File: config.mk
export PLATFORM = sky130hd
export DESIGN_NAME = uart_core
export DESIGN_NICKNAME = d
export VERILOG_FILES = /design/src/uart_pkg.sv /design/src/uart_core.sv /design/src/rx_fifo.sv /design/src/uart_transmitter.sv /design/src/uart_receiver.sv /design/src/baud_tick_gen.sv
export SDC_FILE = /design/constraint.sdc
export NUM_CORES = 1
export LEC_CHECK = 0
export BUFFER_PORTS_ARGS = -buffer_cell sky130_fd_sc_hd__buf_4
export CORE_MARGIN = 2
export CORE_UTILIZATION = 45
export DETAILED_ROUTE_END_ITERATION = 7
export HOLD_SLACK_MARGIN = 0.1
export PLACE_DENSITY = 0.6
export SLEW_MARGIN = 10
export SYNTH_ARGS = -nofsm -noshare
export SYNTH_HDL_FRONTEND = slang
export SYNTH_SLANG_ARGS = --single-unit
File: constraint.sdc
create_clock -name clk_i -period 4.74 [get_ports clk_i]
set_input_delay 0.474 -clock clk_i [delete_from_list [all_inputs] [get_ports clk_i]]
set_output_delay 0.474 -clock clk_i [all_outputs]
set_load 0.005 [all_outputs]
File: src/uart_pkg.sv
package uart_pkg;

   // Character format
   localparam int DATA_W = 8;

   // Ticks per bit period
   localparam int OVERSAMPLE = 16;

   // Half a bit of low line before the start bit counts
   localparam int START_TICKS = 8;

   localparam int TICK_CNT_W = $clog2(OVERSAMPLE);
   localparam int BIT_CNT_W  = $clog2(DATA_W);

   typedef enum logic [1:0] {
      RX_IDLE,
      RX_DATA,
      RX_STOP
   } rx_state_e;

   typedef enum logic [1:0] {
      TX_IDLE,
      TX_START,
      TX_DATA,
      TX_STOP
   } tx_state_e;

endpackage
File: src/uart_core.sv
`timescale 1ns/100ps

module uart_core #(
   parameter int CLKS_PER_TICK = 54,
   parameter int FIFO_DEPTH    = 8
) (
   input  logic                        clk_i,
   input  logic                        rst_i,
   input  logic                        rx_i,
   input  logic                        rx_en_i,
   input  logic                        rx_pop_i,
   input  logic                        tx_start_i,
   input  logic [uart_pkg::DATA_W-1:0] tx_data_i,
   output logic                        tx_o,
   output logic                        tx_busy_o,
   output logic                        rx_valid_o,
   output logic                        rx_overflow_o,
   output logic [uart_pkg::DATA_W-1:0] rx_data_o
);

   import uart_pkg::*;

   logic              tick;    // 1/16 bit enable
   logic [DATA_W-1:0] rx_byte;
   logic              rx_done;

   baud_tick_gen #(
      .CLKS_PER_TICK(CLKS_PER_TICK)
   ) u_tick (
      .clk_i (clk_i),
      .rst_i (rst_i),
      .tick_o(tick)
   );

   uart_receiver u_rx (
      .clk_i  (clk_i),
      .rst_i  (rst_i),
      .tick_i (tick),
      .rx_en_i(rx_en_i),
      .rx_i   (rx_i),
      .byte_o (rx_byte),
      .done_o (rx_done)
   );

   rx_fifo #(
      .FIFO_DEPTH(FIFO_DEPTH)
   ) u_fifo (
      .clk_i     (clk_i),
      .rst_i     (rst_i),
      .wr_i      (rx_done),
      .wr_data_i (rx_byte),
      .pop_i     (rx_pop_i),
      .rd_data_o (rx_data_o),
      .valid_o   (rx_valid_o),
      .overflow_o(rx_overflow_o)
   );

   uart_transmitter u_tx (
      .clk_i  (clk_i),
      .rst_i  (rst_i),
      .tick_i (tick),
      .start_i(tx_start_i),
      .data_i (tx_data_i),
      .tx_o   (tx_o),
      .busy_o (tx_busy_o)
   );

endmodule

File: src/rx_fifo.sv
`timescale 1ns/100ps

module rx_fifo #(
   parameter int FIFO_DEPTH = 8
) (
   input  logic                        clk_i,
   input  logic                        rst_i,
   input  logic                        wr_i,
   input  logic [uart_pkg::DATA_W-1:0] wr_data_i,
   input  logic                        pop_i,
   output logic [uart_pkg::DATA_W-1:0] rd_data_o,
   output logic                        valid_o,
   output logic                        overflow_o
);

   import uart_pkg::*;

   localparam int PTR_W = $clog2(FIFO_DEPTH);
   localparam logic [PTR_W:0] DEPTH_CNT = (PTR_W + 1)'(FIFO_DEPTH);

   logic [DATA_W-1:0] mem [FIFO_DEPTH];
   logic [PTR_W-1:0]  wr_ptr;
   logic [PTR_W-1:0]  rd_ptr;
   logic [PTR_W:0]    count;
   logic              full;
   logic              do_pop;
   logic              do_wr;

   assign full      = (count == DEPTH_CNT);
   assign valid_o   = (count != '0);
   assign do_pop    = pop_i && valid_o; // Pop on empty is ignored
   assign do_wr     = wr_i && (!full || do_pop);
   assign rd_data_o = mem[rd_ptr]; // Head shows without a pop

   always_ff @(posedge clk_i) begin
      if (do_wr) begin
         mem[wr_ptr] <= wr_data_i;
      end
   end

   always_ff @(posedge clk_i) begin
      if (!rst_i) begin
         wr_ptr     <= '0;
         rd_ptr     <= '0;
         count      <= '0;
         overflow_o <= 1'b0;
      end else begin
         if (do_wr) begin
            wr_ptr <= wr_ptr + 1'b1; // Wraps, depth is a power of two
         end
         if (do_pop) begin
            rd_ptr <= rd_ptr + 1'b1;
         end
         case ({do_wr, do_pop})
            2'b10:   count <= count + 1'b1;
            2'b01:   count <= count - 1'b1;
            default: count <= count;
         endcase
         if (wr_i && !do_wr) begin
            overflow_o <= 1'b1; // Sticky until reset
         end
      end
   end

endmodule

File: src/uart_transmitter.sv
`timescale 1ns/100ps

module uart_transmitter (
   input  logic                        clk_i,
   input  logic                        rst_i,
   input  logic                        tick_i,
   input  logic                        start_i,
   input  logic [uart_pkg::DATA_W-1:0] data_i,
   output logic                        tx_o,
   output logic                        busy_o
);

   import uart_pkg::*;

   localparam logic [TICK_CNT_W-1:0] BIT_LAST  = TICK_CNT_W'(OVERSAMPLE - 1);
   localparam logic [BIT_CNT_W-1:0]  DATA_LAST = BIT_CNT_W'(DATA_W - 1);

   tx_state_e             state;
   tx_state_e             state_next;
   logic [TICK_CNT_W-1:0] tick_cnt;
   logic [TICK_CNT_W-1:0] tick_cnt_next;
   logic [BIT_CNT_W-1:0]  bit_cnt;
   logic [BIT_CNT_W-1:0]  bit_cnt_next;
   logic [DATA_W-1:0]     shift;
   logic [DATA_W-1:0]     shift_next;
   logic                  tx_next;

   assign busy_o = (state != TX_IDLE);

   always_comb begin
      state_next    = state;
      tick_cnt_next = tick_cnt;
      bit_cnt_next  = bit_cnt;
      shift_next    = shift;
      tx_next       = tx_o;
      case (state)
         TX_IDLE: begin
            if (start_i) begin
               state_next    = TX_START;
               tick_cnt_next = '0;
               shift_next    = data_i;
            end
         end
         TX_START: begin
            if (tick_i) begin
               if (tx_o) begin
                  tx_next = 1'b0; // First tick opens the start bit
               end else if (tick_cnt == BIT_LAST) begin
                  state_next    = TX_DATA;
                  tick_cnt_next = '0;
                  bit_cnt_next  = '0;
                  tx_next       = shift[0];
                  shift_next    = {1'b0, shift[DATA_W-1:1]};
               end else begin
                  tick_cnt_next = tick_cnt + 1'b1;
               end
            end
         end
         TX_DATA: begin
            if (tick_i) begin
               if (tick_cnt == BIT_LAST) begin
                  tick_cnt_next = '0;
                  if (bit_cnt == DATA_LAST) begin
                     state_next = TX_STOP;
                     tx_next    = 1'b1;
                  end else begin
                     bit_cnt_next = bit_cnt + 1'b1;
                     tx_next      = shift[0];
                     shift_next   = {1'b0, shift[DATA_W-1:1]};
                  end
               end else begin
                  tick_cnt_next = tick_cnt + 1'b1;
               end
            end
         end
         TX_STOP: begin
            if (tick_i) begin
               if (tick_cnt == BIT_LAST) begin
                  state_next    = TX_IDLE;
                  tick_cnt_next = '0;
               end else begin
                  tick_cnt_next = tick_cnt + 1'b1;
               end
            end
         end
         default: begin
            state_next = TX_IDLE;
            tx_next    = 1'b1;
         end
      endcase
   end

   always_ff @(posedge clk_i) begin
      if (!rst_i) begin
         state    <= TX_IDLE;
         tick_cnt <= '0;
         bit_cnt  <= '0;
         tx_o     <= 1'b1; // Line idles high
      end else begin
         state    <= state_next;
         tick_cnt <= tick_cnt_next;
         bit_cnt  <= bit_cnt_next;
         tx_o     <= tx_next;
      end
   end

   always_ff @(posedge clk_i) begin
      shift <= shift_next;
   end

endmodule

File: src/uart_receiver.sv
`timescale 1ns/100ps

module uart_receiver (
   input  logic                        clk_i,
   input  logic                        rst_i,
   input  logic                        tick_i,
   input  logic                        rx_en_i,
   input  logic                        rx_i,
   output logic [uart_pkg::DATA_W-1:0] byte_o,
   output logic                        done_o
);

   import uart_pkg::*;

   localparam logic [TICK_CNT_W-1:0] START_LAST = TICK_CNT_W'(START_TICKS - 1);
   localparam logic [TICK_CNT_W-1:0] BIT_LAST   = TICK_CNT_W'(OVERSAMPLE - 1);
   localparam logic [BIT_CNT_W-1:0]  DATA_LAST  = BIT_CNT_W'(DATA_W - 1);

   rx_state_e             state;
   rx_state_e             state_next;
   logic [TICK_CNT_W-1:0] tick_cnt;
   logic [TICK_CNT_W-1:0] tick_cnt_next;
   logic [BIT_CNT_W-1:0]  bit_cnt;
   logic [BIT_CNT_W-1:0]  bit_cnt_next;
   logic [DATA_W-1:0]     shift;
   logic [DATA_W-1:0]     shift_next;
   logic [DATA_W-1:0]     byte_next;
   logic                  done_next;

   always_comb begin
      state_next    = state;
      tick_cnt_next = tick_cnt;
      bit_cnt_next  = bit_cnt;
      shift_next    = shift;
      byte_next     = byte_o;
      done_next     = 1'b0; // Pulse only
      if (rx_en_i && tick_i) begin
         case (state)
            RX_IDLE: begin
               if (rx_i) begin
                  tick_cnt_next = '0; // Line back high, restart count
               end else if (tick_cnt == START_LAST) begin
                  state_next    = RX_DATA; // Now at mid start bit
                  tick_cnt_next = '0;
               end else begin
                  tick_cnt_next = tick_cnt + 1'b1;
               end
            end
            RX_DATA: begin
               if (tick_cnt == BIT_LAST) begin
                  tick_cnt_next = '0;
                  shift_next    = {rx_i, shift[DATA_W-1:1]}; // LSB arrives first
                  bit_cnt_next  = bit_cnt + 1'b1;
                  if (bit_cnt == DATA_LAST) begin
                     state_next   = RX_STOP;
                     bit_cnt_next = '0;
                  end
               end else begin
                  tick_cnt_next = tick_cnt + 1'b1;
               end
            end
            RX_STOP: begin
               // Stop level is not checked
               if (tick_cnt == BIT_LAST) begin
                  tick_cnt_next = '0;
                  byte_next     = shift;
                  done_next     = 1'b1;
                  state_next    = RX_IDLE;
               end else begin
                  tick_cnt_next = tick_cnt + 1'b1;
               end
            end
            default: begin
               state_next    = RX_IDLE;
               tick_cnt_next = '0;
            end
         endcase
      end
   end

   always_ff @(posedge clk_i) begin
      if (!rst_i) begin
         state    <= RX_IDLE;
         tick_cnt <= '0;
         bit_cnt  <= '0;
         done_o   <= 1'b0;
      end else begin
         state    <= state_next;
         tick_cnt <= tick_cnt_next;
         bit_cnt  <= bit_cnt_next;
         done_o   <= done_next;
      end
   end

   always_ff @(posedge clk_i) begin
      shift  <= shift_next;
      byte_o <= byte_next; // Held until next frame
   end

endmodule

File: src/baud_tick_gen.sv
`timescale 1ns/100ps

module baud_tick_gen #(
   parameter int CLKS_PER_TICK = 54
) (
   input  logic clk_i,
   input  logic rst_i,
   output logic tick_o
);

   localparam int CNT_W = (CLKS_PER_TICK > 1) ? $clog2(CLKS_PER_TICK) : 1;
   localparam logic [CNT_W-1:0] LAST = CNT_W'(CLKS_PER_TICK - 1);

   logic [CNT_W-1:0] cnt;
   logic             wrap;

   assign wrap = (cnt == LAST);

   always_ff @(posedge clk_i) begin
      if (!rst_i) begin
         cnt    <= '0;
         tick_o <= 1'b0;
      end else begin
         if (wrap) begin
            cnt <= '0;
         end else begin
            cnt <= cnt + 1'b1;
         end
         tick_o <= wrap; // One clock wide
      end
   end

endmodule

=== Yosys cells after proc, flatten, opt, wreduce, memory -nomap -nowiden ===
Memory sizes are Yosys's and may differ from the RTL's. A register that Yosys moved wholly into a read port is not among the register bits.
Cells that the tools add are included.

* $add $sub $neg: 9
* Eq/ne operators: 30
* Multiplexer cells: 55
* Bitwise logic cells: 1
* Reductions and logical operators: 26

{| class="wikitable"
|+ Operators by type and width
! cell !! count
|-
| $mux 8 || 7
|-
| $mux 4 || 8
|-
| $mux 2 || 14
|-
| $mux 3 || 9
|-
| $pmux 8 s3 || 1
|-
| $ne 2x1->1 const B || 9
|-
| $pmux 4 s2 || 2
|-
| $ne 2x2->1 const B || 7
|-
| $add 3x1->3 const B || 4
|-
| $add 4x1->4 const B || 3
|-
| $eq 4x4->1 const B || 3
|-
| $pmux 4 s3 || 1
|-
| $mux 1 || 9
|-
| $reduce_and 3->1 || 3
|-
| $reduce_and 9->1 || 1
|-
| $eq 2x2->1 const B || 4
|-
| $pmux 2 s4 || 1
|-
| $reduce_and 4->1 || 2
|-
| $reduce_and 8->1 || 1
|-
| $reduce_and 7->1 || 1
|-
| $add 6x1->6 const B || 1
|-
| $eq 2x1->1 const B || 3
|-
| $eq 3x3->1 const B || 2
|-
| $eq 6x6->1 const B || 1
|-
| other kinds (15) || 24
|}

* Flip-flop bits (word level): 62
* RAM bits: 64
* Input bits: 14
* Output and inout bits: 12
* Logic and storage cells: 139
* Memories: 1

{| class="wikitable"
|+ Memory list
! name !! depth !! width !! rd ports !! clocked after memory_dff !! wr ports !! RTL line !! source
|-
| u_fifo.mem || 8 || 8 || 1 || 1 || 1 || rx_fifo.sv:21 || <nowiki>logic [DATA_W-1:0] mem [FIFO_DEPTH];</nowiki>
|}

=== Longest topological paths before layout ===
Gate-level depths: netlist (run 1).

* Word-level depth: 6
* Mapped depth: 10
* Mapped depth without buffers: 10

=== Hierarchy ===
A second synthesis (run 1) with hierarchy kept.

* Cells, all modules: 394
* Area total of the unflattened synthesis: 5644.2 sq um

{| class="wikitable"
|+ By module, submodules not included
! module !! instances !! cells an instance !! area an instance (sq um) !! seq. area each (sq um)
|-
| rx_fifo || 1 || 183 || 3255.6 || 2202.1
|-
| uart_receiver || 1 || 84 || 1073.5 || 680.7
|-
| uart_transmitter || 1 || 99 || 1043.5 || 440.4
|-
| baud_tick_gen || 1 || 28 || 271.5 || 140.1
|}

=== Worst setup path before layout (run 1) ===
Ideal clock, no wire load.

* Path type: flip-flop to flip-flop
* Start point: register u_fifo.count[0]
* End point: register u_fifo.count[2]
* Library setup time: 71 ps
* Arrival time: 2242 ps
* Required time: 4669 ps
* Setup slack: 2427 ps
* Stages on the path, launching flop included: 11
* Path buffers: 0
* Clock period less this slack: 2313 ps
* Cells stage by stage: dfxtp_1 > or4_4 > nand2_1 > inv_1 > ha_1 > xor2_1 > ha_1 > a21oi_1 > xor2_1 > or3_1 > a21oi_1

* Longest elaborated chain between the ends: 6
* Elaborated cells between the ends (all ways): 12
* Those cells by class: 2 x add/sub; 3 x eq/ne; 1 x mux; 6 x reduce/logical

{| class="wikitable"
|+ RTL lines
! element !! RTL line !! source
|-
| from (decl) || rx_fifo.sv:24 || <nowiki>logic [PTR_W:0] count;</nowiki>
|-
| from (signal assigned) || rx_fifo.sv:55 || <nowiki>2'b10: count <= count + 1'b1;</nowiki>
|-
| from (signal assigned) || rx_fifo.sv:56 || <nowiki>2'b01: count <= count - 1'b1;</nowiki>
|-
| from (signal assigned) || rx_fifo.sv:57 || <nowiki>default: count <= count;</nowiki>
|-
| $reduce_bool 4->1 * || rx_fifo.sv:30 || <nowiki>assign valid_o = (count != '0);</nowiki>
|-
| named net rx_valid_o || uart_core.sv:16 || <nowiki>output logic rx_valid_o,</nowiki>
|-
| $logic_and 1x1->1 * || rx_fifo.sv:31 || <nowiki>assign do_pop = pop_i && valid_o;</nowiki>
|-
| named net u_fifo.do_pop || rx_fifo.sv:26 || <nowiki>logic do_pop;</nowiki>
|-
| $logic_or 1x1->1 || rx_fifo.sv:32 || <nowiki>assign do_wr = wr_i && (!full || do_pop);</nowiki>
|-
| $logic_and 1x1->1 || rx_fifo.sv:32 ||
|-
| $eq 2x1->1 or $eq 2x2->1 (tied branches) || rx_fifo.sv:54 || <nowiki>case ({do_wr, do_pop})</nowiki>
|-
| $pmux 4 s2 or $reduce_bool 2->1 (tied branches) || -- ||
|}

Mark *: on every way through the listed nets, which the timed path passes. The rest lies on a longest branch.
A chain may end at the register's enable or synchronous reset.

==> results of run 1 <==
power groups by stage:
stage | Clock [mW] | Combinational (mW) | Sequential, mW
after floorplan | 0 | 0.209 | 1.30
after global placement | 0 | 0.258 | 1.30
after detailed placement | 0 | 0.266 | 1.31
after CTS | 1.23 | 0.266 | 1.28
after global routing | 1.28 | 0.296 | 1.29
final | 1.20 | 0.263 | 1.28
worst max-delay path, delay by kind of cell, from the launching register on:
kind / cells / cell delay [ns]
DFF: 1 / 1.00
buffers and inverters: 1 / 0.13
muxes: 2 / 0.94
metal layers:
| metal | vias to the layer above | share of wire [%] | wire length [um] |
|---|---|---|---|
| met1 | 1463 | 47 | 4250 |
| met2 | 34 | 49 | 4410 |
| met3 | 15 | 2.6 | 239 |
| li1 | 1520 | - | - |
| met5 | - | 0 | 0 |
| met4 | 0 | 1.8 | 159 |
Yosys cell counts (4+ instances only):
library cell / instances
a21oi_1: 10
a31oi_1: 4
clkbuf_1: 4
dfxtp_1: 41
edfxtp_1: 88
ha_1: 22
inv_1: 11
mux2_2: 15
mux2i_1: 10
mux4_1: 4
mux4_2: 12
nand2_1: 25
nand2b_1: 5
nand3_1: 8
nand4_1: 6
nor2_1: 27
nor2b_1: 6
nor3_1: 7
o21ai_0: 9
xor2_1: 8
sequential cells by signal, indices dropped and copies added (netlist names), 2 cells and up, named ones only:
| register | flops |
|---|---|
| u_tx.bit_cnt | 3 |
| u_tx.shift | 8 |
| u_rx.shift | 8 |
| u_fifo.wr_ptr | 3 |
| u_fifo.rd_ptr | 3 |
| u_tx.tick_cnt | 4 |
| u_fifo.count | 4 |
| u_rx.byte_o | 8 |
| u_tx.state | 2 |
| u_tick.cnt | 6 |
| u_rx.tick_cnt | 4 |
| u_rx.state | 2 |
| u_fifo.mem | 64 |
| u_rx.bit_cnt | 3 |
through the flow:
stage               utilization (%)  std cells  hold slack, ns  area (um2)  setup slack, ns
floorplan                         -        379           0.400        5510             2.43
global placement               48.7        543           0.416        5820             2.17
detailed placement             48.7        543           0.417        5820             2.08
CTS                            53.3        575           0.256        6380             1.64
global route                   53.3        575           0.259        6380             1.55
finish                         53.3        575           0.273        6380             1.78
worst max path at each step:
stage	start	to	slack [ns]	cells past startpoint
2_1_floorplan	u_fifo.count[0]	u_fifo.count[2]	2.43	10
3_3_place_gp	flop	rx_data_o[3]	2.17	3
3_5_place_dp	flop	rx_data_o[3]	2.08	3
4_1_cts	flop	rx_data_o[3]	1.64	3
5_1_grt	flop	rx_data_o[5]	1.55	3
6_report	flop	rx_data_o[5]	1.78	3
cells by family (layout without fill, tap and decap cells):
logic type / count (synthesis) / after routing / synth area share [%]
compound gates: 39 / 39 / 4.93
xor+xnor: 11 / 11 / 1.75
fa+ha+maj: 22 / 22 / 5.00
buf+inv: 22 / 71 / 2.34
flops: 129 / 129 / 62.9
mux: 41 / 41 / 11.7
simple gates: 115 / 115 / 11.4
cell type report:
| cell class | count | area, um2 |
|---|---|---|
| clock buffer | 19 | 433 |
| clock inverter | 13 | 120 |
| fill | 986 | 5580 |
| inverter | 11 | 41.3 |
| multi-input combinational | 228 | 1930 |
| sequential | 129 | 3460 |
| tap | 147 | 184 |
| timing repair buffer | 28 | 210 |
==> impl_metrics.toml, run 1 <==
[status]
status = "finished clean"

[hold_path]
hold-path-cell-count = 1
holdPathEnd = "u_rx.shift[7]"
hp-class = "in2reg"
hp-start = "rx_i"

[setup_path]
rr_worst_depth = 10
cp.arrival_ns = 2.48
path_cells = "mux4_1, mux2_2, buf_4"
rrSetupSlack_ns = 2.27
cpPeakStageDelay_ns = 1.00
slowest_stage = "dfxtp_1"
r2r-start = "u_fifo.count[0]"
r2r-end = "u_fifo.count[2]"
end_kind = "output pin"
critPathLaunchType = "flop"
crit_required_ns = 4.27
crit_fanout = 16
worst-setup-path-type = "reg2out"

[timing]
skew_ns = 0.00550
maxSlewHeadroom_pct = 30.7
hold_viol_final = 0
worst_pin_slew_ns = 1.04
setup_violations = 0
max_freq_mhz = 338
period_share_pct = 62.4
finalSetupTns_ns = 0
min_period_ns = 2.96
rsz0062_at_grt = "no"
drv_slew = 0

[detailed_routing]
drcViolationCount = 0
wl_mm = 9.06
drtIter0Drc = 142
first_pass_iters = 4
num_vias = 3032
wire_per_inst_um = 15.8
antenna_left = 0
vias_per_cell = 5.27

[global_route]
grt_pass1_vias = 3047
met3_usage_pct = 4.29
grt_usage_pct = 15.3
grt_util_met2_pct = 25.0
grt_max_degree = 34
overflow = 0
grt_pass1_wl_mm = 15.0
grt_use_met1_pct = 18.8
busiest_layer = "met2"
antenna_found_initial = 0

[synth]
netlist_area_um2 = 5510
synth_ff_type = "edfxtp_1"
yosysSeqAreaShare_pct = 62.9
synth_top_area_share_pct = 48.0
ys_ff_latch = 129
synthCells = 379
synth-edff-count = 88
yosysUniqueCellTypes = 58
ys_warn_count = 0
avgSynthCellArea_um2 = 14.5
synthArstFlopShare_pct = 0
synth_area_leaders = "edfxtp_1, dfxtp_1, ha_1, mux4_2, mux2_2"
yosys.area.top_type = "edfxtp_1"
syn-num-nets = 415

[die]
core_um2 = 12000
die_h_um = 115
die_area_um2 = 13100
num_io_pins = 26
fp.dieW_um = 115
initial_core_util_pct = 46.0
row_count = 40

[power_and_ir_drop]
power.switching_uw = 610
p_seq_share_pct = 46.6
clock_power_share_pct = 43.8
vdd_drop_max_uv = 211
swShare_pct = 22.2
p_leak_nw = 2.24
power_density_nw_per_um2 = 431
power.total_mw = 2.75
p_comb_share_pct = 9.6
internal_power_mw = 2.14

[clock_tree]
clock_sinks = 129
postCtsHoldBufs = 0
cts_buffers = 17
clk_transition_reported_paths_ns = 0.05
post-cts-setup-buffers = 0
clock_latency_ns = 0.41
cts_tree = "built"
cts_resized = 0
htree_num_levels = 4
cts_root_buf = "clkbuf_16"
cts_buffer_depth = 2

[layout]
area_growth_pct = 15.8
final_cell_mix = "edfxtp_1, dfxtp_1, buf_4, nor2_1, nand2_1"
drive_gt1_share_pct = 21.5
final_common_cell = "edfxtp_1"
diodes = 0
finish.net_count = 451

[placement]
dp_hpwl_mm = 5.89
portBuffers = 25
place_congestion = 0.759

[run]
cap_viol_max_count = 0
No activity file was read; power rests on OpenSTA's default activity.
==> run 2, diff against run 1 <==
--- a/config.mk
+++ b/config.mk
@@ -5,6 +5,7 @@
 export SDC_FILE = /design/constraint.sdc
 export NUM_CORES = 1
 export LEC_CHECK = 0
+export ABC_AREA = 1
 export BUFFER_PORTS_ARGS = -buffer_cell sky130_fd_sc_hd__buf_4
 export CORE_MARGIN = 2
 export CORE_UTILIZATION = 45
==> constraint.sdc (replaced) <==
create_clock -name clk_i -period 2.86 [get_ports clk_i]
set_input_delay 0.286 -clock clk_i [delete_from_list [all_inputs] [get_ports clk_i]]
set_output_delay 0.286 -clock clk_i [all_outputs]
set_load 0.005 [all_outputs]
==> run 2 against run 1 <==
Compared with the run above: area after synthesis did not move; largest cell class unchanged; via count grew 19%; worst hold slack got worse by 0.11 ns; clock-buffer cell count fell by 2; power rose by 110%; cell area rose by 1.3%; combinational power grew to 5.0 times the previous value.
==> impl_metrics.toml, run 2 <==
[layout]
finish.net_count = 590
largest-register = "u_fifo.mem"
drive_gt1_share_pct = 16.9
fillCellCount = 1069
diodes = 0
area_growth_pct = 17.3
final_cell_mix = "nor2_1, edfxtp_1, nand2_1, dfxtp_1, inv_1"
largest_register_ffs = 64
finish.utilization_pct = 54.0
regArea_um2 = 3460
multiInputGateArea_um2 = 1790
final_common_cell = "nor2_1"

[setup_path]
rr_worst_depth = 7
cp.arrival_ns = 2.01
end_kind = "output pin"
r2r-end = "u_tx.shift[1]"
rrSetupSlack_ns = 0.79
critPathLaunchType = "flop"
crit_fanout = 16
worst-setup-path-type = "reg2out"
crit_required_ns = 2.57
r2r-start = "u_tx.state[0]"

[hold_path]
hold-path-cell-count = 4
holdPathEnd = "u_fifo.overflow_o"
hp-start = "rx_pop_i"
hp-class = "in2reg"

[power_and_ir_drop]
internal_power_mw = 4.02
p_comb_share_pct = 23.1
clock_power_share_pct = 37.7
p_leak_nw = 2.44
swShare_pct = 29.0
power.switching_mw = 1.64
vdd_drop_max_uv = 496
power.total_mw = 5.66
power_density_nw_per_um2 = 877
p_seq_share_pct = 39.2

[detailed_routing]
first_pass_iters = 4
vias_per_cell = 5.06
wire_per_inst_um = 13.7
wl_mm = 9.81
drcViolationCount = 0
num_vias = 3616
antenna_left = 0
drtIter0Drc = 270

[clock_tree]
cts_buffer_depth = 2
clock_sinks = 129
cts_tree = "built"
cts_buffers = 17
cts_root_buf = "clkbuf_16"
post-cts-setup-buffers = 0
clock_latency_ns = 0.41
clk_transition_reported_paths_ns = 0.06
htree_num_levels = 4

[synth]
avgSynthCellArea_um2 = 10.7
netlist_area_um2 = 5510
ys_warn_count = 0
syn-num-nets = 551
yosysSeqAreaShare_pct = 62.9
ys_ff_latch = 129
yosysMostFrequentCell = "nor2_1"
synth_top_area_share_pct = 48.0
yosysUniqueCellTypes = 37
synth-edff-count = 88
yosys-top-cells-count = "nor2_1, edfxtp_1, nand2_1"
synth_area_leaders = "edfxtp_1, dfxtp_1, nor2_1, ha_1, nand2_1"
yosys.area.top_type = "edfxtp_1"
synthArstFlopShare_pct = 0
synthCells = 515
synth_ff_type = "edfxtp_1"

[timing]
period_share_pct = 80.4
finalSetupTns_ns = 0
skew_ns = 0.0103
fin_hold_ws_ns = 0.167
drv_slew = 0
worst_slack_ns = 0.562
rsz0062_at_grt = "no"
setup_violations = 0
min_period_ns = 2.30
maxSlewHeadroom_pct = 48.1
hold_viol_final = 0
max_freq_mhz = 435
worst_pin_slew_ns = 0.779

[placement]
place_congestion = 0.814
portBuffers = 25
dp_slack_ns = 0.752
dp_hpwl_mm = 6.68

[global_route]
grt_pass1_wl_mm = 16.7
antenna_found_initial = 0
grt_usage_pct = 16.4
grt_max_degree = 33
grt_pass1_vias = 3489
overflow = 0

[die]
die_area_um2 = 13100
die_h_um = 115
fp.dieW_um = 115
row_count = 40
initial_core_util_pct = 46.0
num_io_pins = 26
core_um2 = 12000

[status]
status = "finished clean"

[run]
cap_viol_max_count = 0
==> run 2: changes by cell type after synthesis, moves of 10 or more <==
| cell | previous run | this run |
|---|---|---|
| nor2_1 | 27 | 99 |
| inv_1 | 11 | 39 |
| nand2_1 | 25 | 47 |
| o21ai_0 | 9 | 29 |
| o21ai_1 | 1 | 20 |
| a21oi_1 | 10 | 23 |
| mux4_2 | 12 | 0 |
| inv_2 | 0 | 10 |
| mux2i_1 | 10 | 0 |
| nand3_1 | 8 | 18 |
==> run 2: critical path, cell delays in order (launching register included) <==
cell and delay (ns):
dfxtp_1 0.68, inv_2 0.28, o21ai_0 0.17, o22ai_1 0.10
nor2_1 0.14, a31oi_1 0.06, buf_4 0.17
==> run 2: power by group through the flow <==
stage                     logic (mW)  clock network, mW  registers [mW]
final                           1.31               2.14            2.22
after floorplan                 1.00                  0            2.23
after global placement          1.28                  0            2.25
after CTS                       1.32               2.18            2.22
after global routing            1.48               2.27            2.23
after detailed placement        1.32                  0            2.26
==> run 2: cells by family after synthesis <==
kind of cell | Yosys count | synth area share, %
compound gates | 97 | 9.77
xor+xnor | 3 | 0.477
fa+ha+maj | 22 | 5.00
buf+inv | 62 | 4.66
flops | 129 | 62.9
mux | 7 | 1.43
simple gates | 195 | 15.8
==> run 2: through the flow <==
stage,cells,instance area [um2]
2_1_floorplan,515,5510
3_3_place_gp,681,5860
3_5_place_dp,681,5860
4_1_cts,714,6460
5_1_grt,714,6460
6_report,714,6460
==> run 2: repair_timing <==
action | in CTS | in global routing
endpoints found under the hold margin | 1 | 0
hold buffers | 1 | 0
gates resized for setup | 0 | 0
==> run 2: cell type report <==
cell class              instances  area share [%]
well taps                     147            2.85
inverters                      49            2.85
repair buffers                 33            3.87
multi-input cells             324            27.7
flip-flops and latches        129            53.6
clock inverters                15            2.58
clock buffers                  17            6.58
==> run 2: per-layer routing <==
layer / global-route usage (%) / up-vias / share of wire (%)
met3: 4.18 / 10 / 3.2
met1: 21.0 / 1689 / 47
met2: 26.4 / 48 / 48
met5: 0 / - / 0
met4: 7.40 / 0 / 1.2
li1: - / 1869 / -
==> run 2: worst max path at each step <==
stage	endpoint
floorplan	u_tx.shift[0]
finish	rx_data_o[5]
detailed placement	u_tx.shift[1]
CTS	rx_data_o[5]
global route	rx_data_o[2]
global placement	u_tx.shift[3]
